### src/dmix_pkg.sv
package dmix_pkg;

    // One audio sample, two's complement, MSB first on the wire
    typedef logic [23:0] sample_t;

    // Stereo frame with the left sample in the upper half
    typedef logic [2*$bits(sample_t)-1:0] frame_t;

    // Time slots per S/PDIF subframe, preamble included
    localparam int SUBFRAME_BITS = 32;

    // Bit clocks per I2S channel slot
    localparam int SLOT_BITS = 32;

    // Clocks between two biphase transitions
    typedef logic [4:0] pulse_cnt_t;

    // Subframe preambles
    // B opens a block and carries left, M carries left, W carries right
    typedef enum logic [1:0] {
        PRE_B,
        PRE_M,
        PRE_W
    } preamble_t;

endpackage

### src/spdif_decoder.sv
`timescale 1ns/100ps

module spdif_decoder #(
    parameter int CELL_CLKS  = 4,
    parameter int LOCK_COUNT = 8
) (
    input  logic              clk245760,
    input  logic              rst,
    input  logic              spdif_i,
    output dmix_pkg::sample_t sample_o,
    output logic              right_o,
    output logic              valid_o,
    output logic              locked_o
);
    import dmix_pkg::*;

    // Slots 4..31 carry aux, audio, V, U, C and P
    localparam int DATA_BITS = SUBFRAME_BITS - 4;
    localparam int BIT_CNT_W = $clog2(DATA_BITS);
    localparam int LOCK_W    = $clog2(LOCK_COUNT + 1);
    localparam int HALF      = CELL_CLKS / 2;

    // Width windows, half a cell either side of 1, 2 and 3 cells
    localparam pulse_cnt_t W1_MIN  = pulse_cnt_t'(HALF);
    localparam pulse_cnt_t W2_MIN  = pulse_cnt_t'(CELL_CLKS + HALF);
    localparam pulse_cnt_t W3_MIN  = pulse_cnt_t'(2 * CELL_CLKS + HALF);
    localparam pulse_cnt_t W3_MAX  = pulse_cnt_t'(3 * CELL_CLKS + HALF);
    localparam pulse_cnt_t TIMEOUT = pulse_cnt_t'(4 * CELL_CLKS);

    typedef enum logic [1:0] {
        ST_HUNT,
        ST_PRE,
        ST_DATA
    } state_t;

    logic [2:0]           sync_q;
    logic                 edge_det;
    pulse_cnt_t           width_q;
    logic [1:0]           cells;
    logic                 timeout;

    state_t               state_q;
    logic [1:0]           pre_cnt_q;
    logic [3:0]           pre_w_q;
    preamble_t            pre_type_q;
    preamble_t            pre_kind;
    logic                 pre_hit;
    logic                 pre_bad;
    logic                 half_q;
    logic                 par_q;
    logic [BIT_CNT_W-1:0] bit_cnt_q;
    logic [DATA_BITS-1:0] shreg_q;
    logic [DATA_BITS-1:0] shift_next;
    logic [LOCK_W-1:0]    good_cnt_q;
    logic                 bit_done;
    logic                 bit_val;
    logic                 viol;
    logic                 last_bit;
    logic                 frame_end;
    logic                 par_ok;
    logic                 drop;

    // Two-flop synchronizer plus one stage for edge detection
    always_ff @(posedge clk245760) begin
        if (rst) begin
            sync_q  <= '0;
            width_q <= '0;
        end else begin
            sync_q <= {sync_q[1:0], spdif_i};
            if (edge_det) begin
                width_q <= pulse_cnt_t'(1);
            end else if (width_q != TIMEOUT) begin
                width_q <= width_q + 1'b1;
            end
        end
    end

    assign edge_det = sync_q[2] ^ sync_q[1];
    assign timeout  = (width_q == TIMEOUT) && !edge_det;

    // Pulse width in cells, 0 for a width outside every window
    always_comb begin
        if (width_q < W1_MIN) begin
            cells = 2'd0;
        end else if (width_q < W2_MIN) begin
            cells = 2'd1;
        end else if (width_q < W3_MIN) begin
            cells = 2'd2;
        end else if (width_q < W3_MAX) begin
            cells = 2'd3;
        end else begin
            cells = 2'd0;
        end
    end

    // Pulses 2..4 of a preamble: B is 1-1-3, M is 3-1-1, W is 2-1-2
    always_comb begin
        pre_hit  = 1'b1;
        pre_kind = PRE_B;
        case ({pre_w_q, cells})
            6'b01_01_11: pre_kind = PRE_B;
            6'b11_01_01: pre_kind = PRE_M;
            6'b10_01_10: pre_kind = PRE_W;
            default:     pre_hit = 1'b0;
        endcase
    end

    assign pre_bad = (pre_cnt_q == 2'd0 && cells != 2'd3) || (pre_cnt_q == 2'd3 && !pre_hit);

    // A 2-cell pulse is a zero, two 1-cell pulses make a one
    always_comb begin
        bit_done = 1'b0;
        bit_val  = 1'b0;
        viol     = 1'b0;
        if (edge_det) begin
            case (cells)
                2'd1: begin
                    bit_done = half_q;
                    bit_val  = 1'b1;
                end
                2'd2: begin
                    bit_done = 1'b1;
                    viol     = half_q;
                end
                default: viol = 1'b1;
            endcase
        end
    end

    // Bits arrive LSB first, so they enter at the top
    assign shift_next = {bit_val, shreg_q[DATA_BITS-1:1]};
    assign last_bit   = bit_cnt_q == BIT_CNT_W'(DATA_BITS - 1);
    assign frame_end  = bit_done && !viol && last_bit;
    assign par_ok     = !(par_q ^ bit_val);

    always_comb begin
        case (state_q)
            ST_PRE:  drop = edge_det && pre_bad;
            ST_DATA: drop = viol || (frame_end && !par_ok);
            default: drop = 1'b0;
        endcase
        drop = drop || timeout;
    end

    always_ff @(posedge clk245760) begin
        valid_o <= 1'b0;
        if (rst) begin
            state_q    <= ST_HUNT;
            pre_cnt_q  <= '0;
            half_q     <= 1'b0;
            par_q      <= 1'b0;
            bit_cnt_q  <= '0;
            good_cnt_q <= '0;
            locked_o   <= 1'b0;
        end else if (drop) begin
            state_q    <= ST_HUNT;
            good_cnt_q <= '0;
            locked_o   <= 1'b0;
        end else if (edge_det) begin
            case (state_q)
                ST_HUNT: begin
                    // Only a preamble holds a 3-cell pulse
                    if (cells == 2'd3) begin
                        state_q   <= ST_PRE;
                        pre_cnt_q <= 2'd1;
                    end
                end
                ST_PRE: begin
                    pre_cnt_q <= pre_cnt_q + 2'd1;
                    if (pre_cnt_q == 2'd3) begin
                        state_q   <= ST_DATA;
                        bit_cnt_q <= '0;
                        half_q    <= 1'b0;
                        par_q     <= 1'b0;
                    end
                end
                default: begin
                    if (cells == 2'd1) begin
                        half_q <= ~half_q;
                    end
                    if (bit_done) begin
                        par_q     <= par_q ^ bit_val;
                        bit_cnt_q <= bit_cnt_q + 1'b1;
                    end
                    if (frame_end) begin
                        // The closing edge of P is the start of the next preamble
                        state_q   <= ST_PRE;
                        pre_cnt_q <= 2'd0;
                        valid_o   <= locked_o;
                        if (good_cnt_q == LOCK_W'(LOCK_COUNT - 1)) begin
                            locked_o <= 1'b1;
                        end else begin
                            good_cnt_q <= good_cnt_q + 1'b1;
                        end
                    end
                end
            endcase
        end
    end

    always_ff @(posedge clk245760) begin
        if (edge_det && state_q == ST_PRE) begin
            if (pre_cnt_q == 2'd1) begin
                pre_w_q[3:2] <= cells;
            end
            if (pre_cnt_q == 2'd2) begin
                pre_w_q[1:0] <= cells;
            end
            if (pre_cnt_q == 2'd3) begin
                pre_type_q <= pre_kind;
            end
        end
        if (bit_done && state_q == ST_DATA) begin
            shreg_q <= shift_next;
        end
        if (frame_end && state_q == ST_DATA) begin
            sample_o <= shift_next[$bits(sample_t)-1:0];
            right_o  <= pre_type_q == PRE_W;
        end
    end

endmodule

### src/stereo_frame_fifo.sv
`timescale 1ns/100ps

module stereo_frame_fifo #(
    parameter int FIFO_DEPTH_LOG2 = 3
) (
    input  logic              clk245760,
    input  logic              rst,
    input  dmix_pkg::sample_t sample_i,
    input  logic              right_i,
    input  logic              valid_i,
    input  logic              ready_i,
    output logic              ready_o,
    output dmix_pkg::frame_t  frame_o,
    output logic              valid_o
);
    import dmix_pkg::*;

    localparam int DEPTH = 1 << FIFO_DEPTH_LOG2;

    frame_t                   mem [DEPTH];
    logic [FIFO_DEPTH_LOG2:0] wr_ptr_q;
    logic [FIFO_DEPTH_LOG2:0] rd_ptr_q;
    sample_t                  left_q;
    logic                     left_pend_q;
    logic                     full;
    logic                     empty;
    logic                     accept;
    logic                     push;
    logic                     pop;

    // Extra pointer bit tells full from empty
    assign full  = (wr_ptr_q[FIFO_DEPTH_LOG2] != rd_ptr_q[FIFO_DEPTH_LOG2]) &&
                   (wr_ptr_q[FIFO_DEPTH_LOG2-1:0] == rd_ptr_q[FIFO_DEPTH_LOG2-1:0]);
    assign empty = wr_ptr_q == rd_ptr_q;

    assign ready_o = !full;
    assign valid_o = !empty;
    assign frame_o = mem[rd_ptr_q[FIFO_DEPTH_LOG2-1:0]];

    assign accept = valid_i && ready_o;
    // A right sample only completes a pair behind a pending left
    assign push   = accept && right_i && left_pend_q;
    assign pop    = ready_i && valid_o;

    always_ff @(posedge clk245760) begin
        if (rst) begin
            wr_ptr_q    <= '0;
            rd_ptr_q    <= '0;
            left_pend_q <= 1'b0;
        end else begin
            if (accept) begin
                left_pend_q <= !right_i;
            end
            if (push) begin
                wr_ptr_q <= wr_ptr_q + 1'b1;
            end
            if (pop) begin
                rd_ptr_q <= rd_ptr_q + 1'b1;
            end
        end
    end

    // Newer left overwrites an unpaired one
    always_ff @(posedge clk245760) begin
        if (accept && !right_i) begin
            left_q <= sample_i;
        end
        if (push) begin
            mem[wr_ptr_q[FIFO_DEPTH_LOG2-1:0]] <= {left_q, sample_i};
        end
    end

endmodule

### src/i2s_dac_driver.sv
`timescale 1ns/100ps

module i2s_dac_driver #(
    parameter int BCK_HALF = 4
) (
    input  logic             clk245760,
    input  logic             rst,
    input  dmix_pkg::frame_t frame_i,
    input  logic             valid_i,
    output logic             ready_o,
    output logic             dac_bck_o,
    output logic             dac_lrck_o,
    output logic             dac_data_o
);
    import dmix_pkg::*;

    localparam int WORD_BITS = 2 * SLOT_BITS;
    localparam int BIT_W     = $clog2(WORD_BITS);
    localparam int DIV_W     = $clog2(BCK_HALF + 1);
    localparam int SMP_BITS  = $bits(sample_t);

    logic [DIV_W-1:0]     div_q;
    logic [BIT_W-1:0]     bit_q;
    logic [BIT_W-1:0]     bit_next;
    logic [WORD_BITS-1:0] sh_q;
    logic [WORD_BITS-1:0] load_word;
    logic                 bck_tick;
    logic                 bck_fall;
    logic                 frame_start;
    sample_t              left_s;
    sample_t              right_s;

    // I2S slot: one idle bit, sample MSB first, zero padding
    function automatic logic [SLOT_BITS-1:0] to_slot(input sample_t s);
        to_slot = {1'b0, s, {(SLOT_BITS - SMP_BITS - 1){1'b0}}};
    endfunction

    assign bck_tick    = div_q == DIV_W'(BCK_HALF - 1);
    assign bck_fall    = bck_tick && dac_bck_o;
    assign bit_next    = bit_q + 1'b1;
    // Last bit of the right slot wraps into a new left slot
    assign frame_start = bck_fall && (bit_q == '1);
    assign ready_o     = frame_start;

    assign left_s  = frame_i[2*SMP_BITS-1:SMP_BITS];
    assign right_s = frame_i[SMP_BITS-1:0];

    // Silence on underrun
    assign load_word = valid_i ? {to_slot(left_s), to_slot(right_s)} : '0;

    always_ff @(posedge clk245760) begin
        if (rst) begin
            div_q      <= '0;
            bit_q      <= '1;
            dac_bck_o  <= 1'b0;
            dac_lrck_o <= 1'b0;
            dac_data_o <= 1'b0;
        end else begin
            if (bck_tick) begin
                div_q     <= '0;
                dac_bck_o <= ~dac_bck_o;
            end else begin
                div_q <= div_q + 1'b1;
            end
            // Word clock and data move on the falling bit clock edge
            if (bck_fall) begin
                bit_q      <= bit_next;
                dac_lrck_o <= bit_next[BIT_W-1];
                if (frame_start) begin
                    dac_data_o <= load_word[WORD_BITS-1];
                end else begin
                    dac_data_o <= sh_q[WORD_BITS-1];
                end
            end
        end
    end

    always_ff @(posedge clk245760) begin
        if (frame_start) begin
            sh_q <= {load_word[WORD_BITS-2:0], 1'b0};
        end else if (bck_fall) begin
            sh_q <= {sh_q[WORD_BITS-2:0], 1'b0};
        end
    end

endmodule

### src/dmix_top.sv
`timescale 1ns/100ps

module dmix_top #(
    parameter int CELL_CLKS       = 4,
    parameter int LOCK_COUNT      = 8,
    parameter int FIFO_DEPTH_LOG2 = 3,
    parameter int BCK_HALF        = 4
) (
    input  logic clk245760,
    input  logic rst,
    input  logic spdif_i,
    output logic dac_bck_o,
    output logic dac_lrck_o,
    output logic dac_data_o,
    output logic led_o
);
    import dmix_pkg::*;

    logic [3:0] rst_cnt_q;
    logic       rst_int_q;

    sample_t    dec_sample;
    logic       dec_right;
    logic       dec_valid;
    logic       dec_locked;

    frame_t     fifo_frame;
    logic       fifo_valid;
    logic       drv_ready;

    // Stages stay in reset for 16 clocks after rst falls
    always_ff @(posedge clk245760) begin
        if (rst) begin
            rst_cnt_q <= '0;
        end else if (rst_cnt_q != 4'hf) begin
            rst_cnt_q <= rst_cnt_q + 4'd1;
        end
    end

    always_ff @(posedge clk245760) begin
        rst_int_q <= rst || (rst_cnt_q != 4'hf);
    end

    spdif_decoder #(
        .CELL_CLKS  (CELL_CLKS),
        .LOCK_COUNT (LOCK_COUNT)
    ) decoder_i (
        .clk245760 (clk245760),
        .rst       (rst_int_q),
        .spdif_i   (spdif_i),
        .sample_o  (dec_sample),
        .right_o   (dec_right),
        .valid_o   (dec_valid),
        .locked_o  (dec_locked)
    );

    // S/PDIF cannot be stalled, the decoder drops what the FIFO refuses
    stereo_frame_fifo #(
        .FIFO_DEPTH_LOG2 (FIFO_DEPTH_LOG2)
    ) fifo_i (
        .clk245760 (clk245760),
        .rst       (rst_int_q),
        .sample_i  (dec_sample),
        .right_i   (dec_right),
        .valid_i   (dec_valid),
        .ready_i   (drv_ready),
        .ready_o   (),
        .frame_o   (fifo_frame),
        .valid_o   (fifo_valid)
    );

    i2s_dac_driver #(
        .BCK_HALF (BCK_HALF)
    ) driver_i (
        .clk245760  (clk245760),
        .rst        (rst_int_q),
        .frame_i    (fifo_frame),
        .valid_i    (fifo_valid),
        .ready_o    (drv_ready),
        .dac_bck_o  (dac_bck_o),
        .dac_lrck_o (dac_lrck_o),
        .dac_data_o (dac_data_o)
    );

    assign led_o = dec_locked;

endmodule

### config.mk
export PLATFORM = sky130hd
export DESIGN_NAME = dmix_top
export DESIGN_NICKNAME = d
export VERILOG_FILES = /design/src/dmix_pkg.sv /design/src/spdif_decoder.sv /design/src/stereo_frame_fifo.sv /design/src/i2s_dac_driver.sv /design/src/dmix_top.sv
export SDC_FILE = /design/constraint.sdc
export NUM_CORES = 1
export LEC_CHECK = 0
export BUFFER_PORTS_ARGS = -buffer_cell sky130_fd_sc_hd__buf_2
export CORE_ASPECT_RATIO = 0.8
export CORE_MARGIN = 1.5
export CORE_UTILIZATION = 45
export CTS_BUF_LIST = sky130_fd_sc_hd__clkbuf_16
export DETAILED_ROUTE_END_ITERATION = 12
export PLACE_DENSITY = 0.61
export SYNTH_ARGS = -nofsm -noshare
export SYNTH_HDL_FRONTEND = slang
export SYNTH_HIERARCHICAL = 1
export SYNTH_SLANG_ARGS = --single-unit
### constraint.sdc
create_clock -name clk245760 -period 7.4 [get_ports clk245760]
set_input_delay 2.22 -clock clk245760 [delete_from_list [all_inputs] [get_ports clk245760]]
set_output_delay 2.22 -clock clk245760 [all_outputs]
set_load 0.05 [all_outputs]
==> results of run 1 <==
[synthesized netlist by cell type (2+ instances only)]
cell type / instances / area, sq um
nand3_2: 2 / 20.0
and3_1: 6 / 37.5
nor2_1: 24 / 90.1
nor2b_1: 17 / 106
edfxtp_1: 522 / 15700
a21oi_1: 19 / 95.1
nor4_4: 2 / 42.5
nand4_1: 8 / 50.1
or3_1: 6 / 37.5
or2_2: 3 / 18.8
mux4_2: 96 / 2160
nor4_1: 5 / 31.3
nand3b_1: 2 / 15.0
nor4b_1: 5 / 43.8
clkbuf_1: 29 / 109
mux2_4: 2 / 30.0
o21ai_0: 62 / 310
xor2_2: 3 / 48.8
nor3b_1: 3 / 22.5
buf_4: 2 / 15.0
a31oi_1: 4 / 25.0
o32ai_1: 3 / 26.3
xor2_1: 8 / 70.1
buf_2: 18 / 90.1
and4b_1: 3 / 30.0
nand2_1: 69 / 259
inv_1: 21 / 78.8
a311oi_1: 3 / 26.3
o41ai_1: 3 / 26.3
a211oi_2: 2 / 25.0
dfxtp_1: 54 / 1080
buf_6: 14 / 158
mux2i_1: 5 / 50.1
xnor2_1: 6 / 52.6
ha_1: 20 / 250
nand2b_1: 5 / 31.3
mux2_2: 48 / 541
nand3_1: 18 / 90.1
nor3_1: 13 / 65.1
o31ai_1: 49 / 368
[metrics by stage]
step                       util  hold WS (ps)  setup WS, ps
final                     0.502           421          3820
after CTS                 0.502           423          3780
after global routing      0.502           425          3750
after global placement    0.470           403          4170
after detailed placement  0.470           405          4070
after floorplan               -           400           787
[logic make-up (layout without fill, tap and decap cells)]
family / Yosys count / in the layout
adder cells (fa/ha/maj): 20 / 20
buffers and inverters: 85 / 145
AND/OR/NAND/NOR: 201 / 201
multiplexers: 151 / 151
AO/OA/AOI/OAI: 158 / 158
flip-flops: 576 / 576
XOR/XNOR: 19 / 19
[worst max-delay path by stage]
stage	startpoint	end	slack [ps]	cells after the start
after floorplan	fifo_i/wr_ptr_q[0]	fifo_i/mem[4][0]	790	6
after global placement	decoder_i/width_q[2]	decoder_i/sample_o[10]	4170	7
after detailed placement	decoder_i/width_q[2]	decoder_i/sample_o[11]	4070	8
after CTS	driver_i/dac_bck_o	dac_bck_o	3780	1
after global routing	driver_i/dac_bck_o	dac_bck_o	3750	1
final	driver_i/dac_bck_o	dac_bck_o	3820	1
[flip-flops by register name, summed over array words and instances, names as in the netlist, 2 cells and up, named ones only]
register              count
decoder_i/sync_q          3
decoder_i/state_q         2
rst_cnt_q                 4
fifo_i/wr_ptr_q           4
decoder_i/pre_w_q         4
decoder_i/bit_cnt_q       5
fifo_i/rd_ptr_q           4
decoder_i/shreg_q        27
decoder_i/pre_cnt_q       2
driver_i/div_q            3
decoder_i/pre_type_q      2
fifo_i/left_q            24
decoder_i/width_q         5
fifo_i/mem              384
decoder_i/sample_o       24
driver_i/sh_q            56
decoder_i/good_cnt_q      4
driver_i/bit_q            6
[report_power, final]
part | switching (W) | internal [W]
clock network | 0.00114 | 0.00141
registers | 0.00000161 | 0.00349
logic | 0.00000170 | 0.00000222
[area by class of cell]
cell class	count	share of cell area
clock buffers	55	0.0553
clock inverters	43	0.00955
well taps	675	0.0339
repair buffers	25	0.00693
inverters	22	0.00332
flip-flops and latches	576	0.673
multi-input cells	549	0.218
[layer usage]
layer  global-route usage  up-vias  share of wire
met5                    0        -              0
met4               0.0381        0          0.014
met3               0.0334       51          0.052
met2                0.270      265           0.47
met1                0.246     5648           0.47
li1                     -     4906              -
[placed cells by master, fill, tap and decap left out, drive strengths merged, types with 2 or more instances in the layout]
master	n
nand3	20
o41ai	4
mux2	50
ha	20
nor3b	3
or3	7
o31ai	49
xnor2	7
clkinv	24
and4b	3
nand3b	2
or2	3
o21ai	63
a31oi	4
nor2b	17
nor4	7
inv	38
nand2	69
mux2i	5
bufinv	2
and3	6
nor4b	6
xor2	12
clkbuf	55
nor3	13
a211oi	3
nand4	9
a21oi	19
dfxtp	54
edfxtp	522
a311oi	3
o32ai	3
nor2	25
mux4	96
buf	25
nand2b	6
[worst reg2reg max path, stage by stage (launching register included)]
cell and delay, ps:
dfxtp_1 440, nand2_1 100, xor2_1 140, or2_2 280, inv_1 120, ha_1 240
a21oi_1 120, nor4_4 480, and3_1 980
==> results_dict.tcl, run 1 <==
set metrics [dict create \
    critPathLaunchType "register" \
    synth_cell_type_count 66 \
    seqCellArea_sq_um 16800 \
    multi_input_area_sq_um 5430 \
    ctsResizeCount 0 \
    cts_sinks 576 \
    cp.arrival_ps 1360 \
    syn_area_per_cell_sq_um 18.7 \
    antenna_found_initial 0 \
    synth_area_sq_um 22600 \
    path_buf_inv 1 \
    chipHeight_um 203 \
    place_area_sq_um 23300 \
    fin_crit_ps 3580 \
    hold_buffers 0 \
    syn_inst 1210 \
    synthFlopType "edfxtp_1" \
    cp_slowest_stage_delay_ps 460 \
    finalSetupViolCount 0 \
    path_clk_slew_ps 60 \
    hold_class "reg2reg" \
    cp_top_family "flip-flops" \
    path_class "reg2out" \
    synth_compound_area_frac 0.0457 \
    cts-htree-levels 2 \
    grt_pass1_vias 11100 \
    place_congestion 0.722 \
    dieArea_sq_um 51600 \
    antenna_left 0 \
    yosysSeqAreaShare 0.742 \
    slew_headroom 0.267 \
    hpwl_mm 21.3 \
    end_kind "output pin" \
    fin_skew_ps 17.1 \
    nets 1251 \
    slew_violations 0 \
    place_inst 1847 \
    globalRouteTotalUtil 0.171 \
    hold_violations 0 \
    grt_max_degree 55 \
    viasPerCell 5.59 \
    crit_path_top_delay_cell "dfxtp_1" \
    overflow 0 \
    min_from "decoder_i/shreg_q[1]" \
    layout-drive-gt1-share 0.217 \
    nFillCells 3994 \
    ys_ff_latch 576 \
    hold_end "decoder_i/sample_o[0]" \
    drv_cap 0 \
    syn_nets 1233 \
    reg2regPathDepth 8 \
    via_count 10900 \
    synthAdderAreaFrac 0.0111 \
    start_util 0.456 \
    drt-total-wl_mm 42.9 \
    ctsRootBufferMaster "clkbuf_16" \
    drt_iter0_markers 862 \
    leakage_nw 8.77 \
    regToRegSetupSlack_ps 4110 \
    clk_latency_ps 590 \
    stdcell_count 1945 \
    cp_cell_sequence "buf_2" \
    power.density_nw_per_um2 243 \
    max_slew.worst_pin.slew_ps 1100 \
    grt_first_pass_wirelength_mm 66.2 \
    reg2reg_from "decoder_i/width_q[2]" \
    drcViolationCount 0 \
    clock.fmax_mhz 280 \
    numPortBuffers 6 \
    detail_route.first_pass.iterations 5 \
    synth-simple-area-share 0.0487 \
    rows 73 \
    numCtsBuffers 54 \
    vdd_drop_max_uv 160 \
    stdcell_area_sq_um 24900 \
    setup_tns_ps 0 \
    post_cts_buffers 0 \
    synth_top_family_by_area "multiplexers" \
    synthXorXnorAreaFrac 0.00953 \
    synth-async-reset-ratio 0 \
    min_delay_path_depth 0 \
    reg2reg_to "decoder_i/sample_o[4]" \
    diodes 0 \
    yosysWarnings 6 \
    io_pins 7 \
    finalCritPeriodShare 0.483 \
    cts_tree "done" \
    outcome "complete, no violations" \
    rsz0062_at_grt "no" \
    area_growth_pct 10.2 \
    dieWidth_um 254 \
    core-area_sq_um 49600 \
    synth-edff-count 522 \
    cp_max_fo 5 \
    wl_per_cell_um 22.1 \
    synth_mux_area_frac 0.123 \
    crit_required_ps 5180 \
    p_total_w 0.00604 \
    cts_buffer_depth 3 \
]
(Power assumes the default switching activity.)
==> run 2: changes to the inputs <==
- clock period: 7.4 -> 3.6 ns (I/O delays scaled with it)
==> results_dict.tcl, run 2 (same netlist as run 1, synthesis figures left out) <==
set metrics [dict create \
    path_clk_slew_ps 60 \
    slew_violations 0 \
    hpwl_mm 21.8 \
    cp.arrival_ps 3640 \
    hold_violations 0 \
    path_class "reg2reg" \
    leakage_nw 8.91 \
    drt-total-wl_mm 42.0 \
    slew_headroom 0.403 \
    nFillCells 3991 \
    hold_buffers 0 \
    grt.busiest_layer "met2" \
    drv_cap 0 \
    crit_path_top_delay_cell "a2bb2oi_1" \
    multi_input_area_sq_um 5470 \
    critPathLaunchType "register" \
    path_buf_inv 0 \
    cts_sinks 576 \
    cp_cell_sequence "nand2_1 > xor2_1 > or2_2 > ha_1 > a21oi_1 > nor4_4 > a2bb2oi_1 > nand3_1 > a311o_1" \
    layout-drive-gt1-share 0.229 \
    io_pins 7 \
    core-area_sq_um 49600 \
    setup_tns_ps 0 \
    cts_buffer_depth 3 \
    post_cts_buffers 0 \
    area_growth_pct 12.0 \
    reg2regPathDepth 9 \
    rsz0062_at_grt "no" \
    cts-htree-levels 2 \
    clock.fmax_mhz 317 \
    seqCellArea_sq_um 16800 \
    dieArea_sq_um 51600 \
    grt_first_pass_wirelength_mm 65.8 \
    crit_required_ps 4090 \
    numCtsBuffers 56 \
    end_kind "register" \
    use_met1 0.241 \
    ctsRootBufferMaster "clkbuf_16" \
    overflow 0 \
    cp_max_fo 8 \
    clk_latency_ps 600 \
    grt_max_degree 97 \
    place_congestion 0.733 \
    numPortBuffers 6 \
    rows 73 \
    detail_route.first_pass.iterations 5 \
    place_inst 1855 \
    min_delay_path_depth 0 \
    vdd_drop_max_uv 363 \
    stdcell_count 1957 \
    dieWidth_um 254 \
    crit_cells 9 \
    cp_top_family "compound AO/OA/AOI/OAI gates" \
    layout_commonest_cell "edfxtp_1" \
    grt_pass1_vias 11100 \
    finalSetupViolCount 0 \
    fin_crit_ps 3150 \
    antenna_left 0 \
    max_slew.worst_pin.slew_ps 894 \
    cp_slowest_stage_delay_ps 490 \
    wl_per_cell_um 21.5 \
    start_util 0.456 \
    drcViolationCount 0 \
    globalRouteTotalUtil 0.168 \
    outcome "complete, no violations" \
    diodes 0 \
    chipHeight_um 203 \
    drt_iter0_markers 848 \
    finalCritPeriodShare 0.875 \
    layout_common_cells "edfxtp_1 (522), mux4_2 (96), nand2_1 (69)" \
    cts_tree "done" \
    nets 1261 \
    fin_skew_ps 26.2 \
    gr-usage-met2 0.267 \
    largest_reg_flops 384 \
    ctsResizeCount 0 \
    hold_class "reg2reg" \
    viasPerCell 5.50 \
    gr-usage-met3 0.0351 \
    via_count 10800 \
    antenna_found_initial 0 \
    power.density_nw_per_um2 506 \
]
-- run 2: cell count changes in the layout (fill, tap and decap cells not counted), moves of 2 or more --
cell / delta
clkinv_4: +2
clkinvlp_4: +4
nor4b_4: +3
buf_4: -3
buf_12: +11
nor3_4: +2
clkinv_1: -2
bufinv_16: +3
clkinv_2: -3
nor3_2: -2
nor4b_2: -3
inv_1: -3
-- run 2: worst reg2reg max path, stage by stage, from the launching register on --
cell and delay, ps:
dfxtp_1 440, nand2_1 100, xor2_1 140, or2_2 290
ha_1 280, a21oi_1 460, nor4_4 140, a2bb2oi_1 500
nand3_1 290, a311o_1 410
-- run 2: where the power goes --
group | total (W) | switching [W] | internal, W
clock network | 0.00562 | 0.00243 | 0.00319
registers | 0.00718 | 0.00000341 | 0.00718
logic | 0.00000858 | 0.00000388 | 0.00000470
-- run 2: cell type report --
class,instances,share of cell area
repair buffers,33,0.0146
multi-input cells,549,0.216
clock inverters,46,0.0146
flip-flops and latches,576,0.662
inverters,22,0.00326
clock buffers,56,0.0554
well taps,675,0.0334
-- run 2: routing by layer --
metal | up-vias | part of all wire
met1 | 5586 | 0.46
met2 | 212 | 0.48
met4 | 0 | 0.015
met3 | 46 | 0.048
met5 | - | 0
li1 | 4921 | -
-- run 2: per-stage QoR --
| step | power (W) | hold WS [ps] | setup slack [ps] | utilization | area, sq um |
|---|---|---|---|---|---|
| detailed placement | 0.00733 | 406 | 493 | 0.475 | 23500 |
| finish | 0.0128 | 423 | 449 | 0.510 | 25300 |
| global route | 0.0132 | 427 | 213 | 0.510 | 25300 |
| CTS | 0.0130 | 422 | 495 | 0.510 | 25300 |
| global placement | 0.00733 | 406 | 564 | 0.475 | 23500 |
| floorplan | 0.00733 | 400 | -644 | - | 22600 |
-- run 2: final timing paths --
kind                             start                endpoint  slack [ps]
setup / recovery  decoder_i/width_q[1]  decoder_i/bit_cnt_q[2]         450
hold / removal    decoder_i/shreg_q[1]   decoder_i/sample_o[0]         420
setup reg to reg  decoder_i/width_q[1]  decoder_i/bit_cnt_q[2]         450
hold reg to reg   decoder_i/shreg_q[1]   decoder_i/sample_o[0]         420
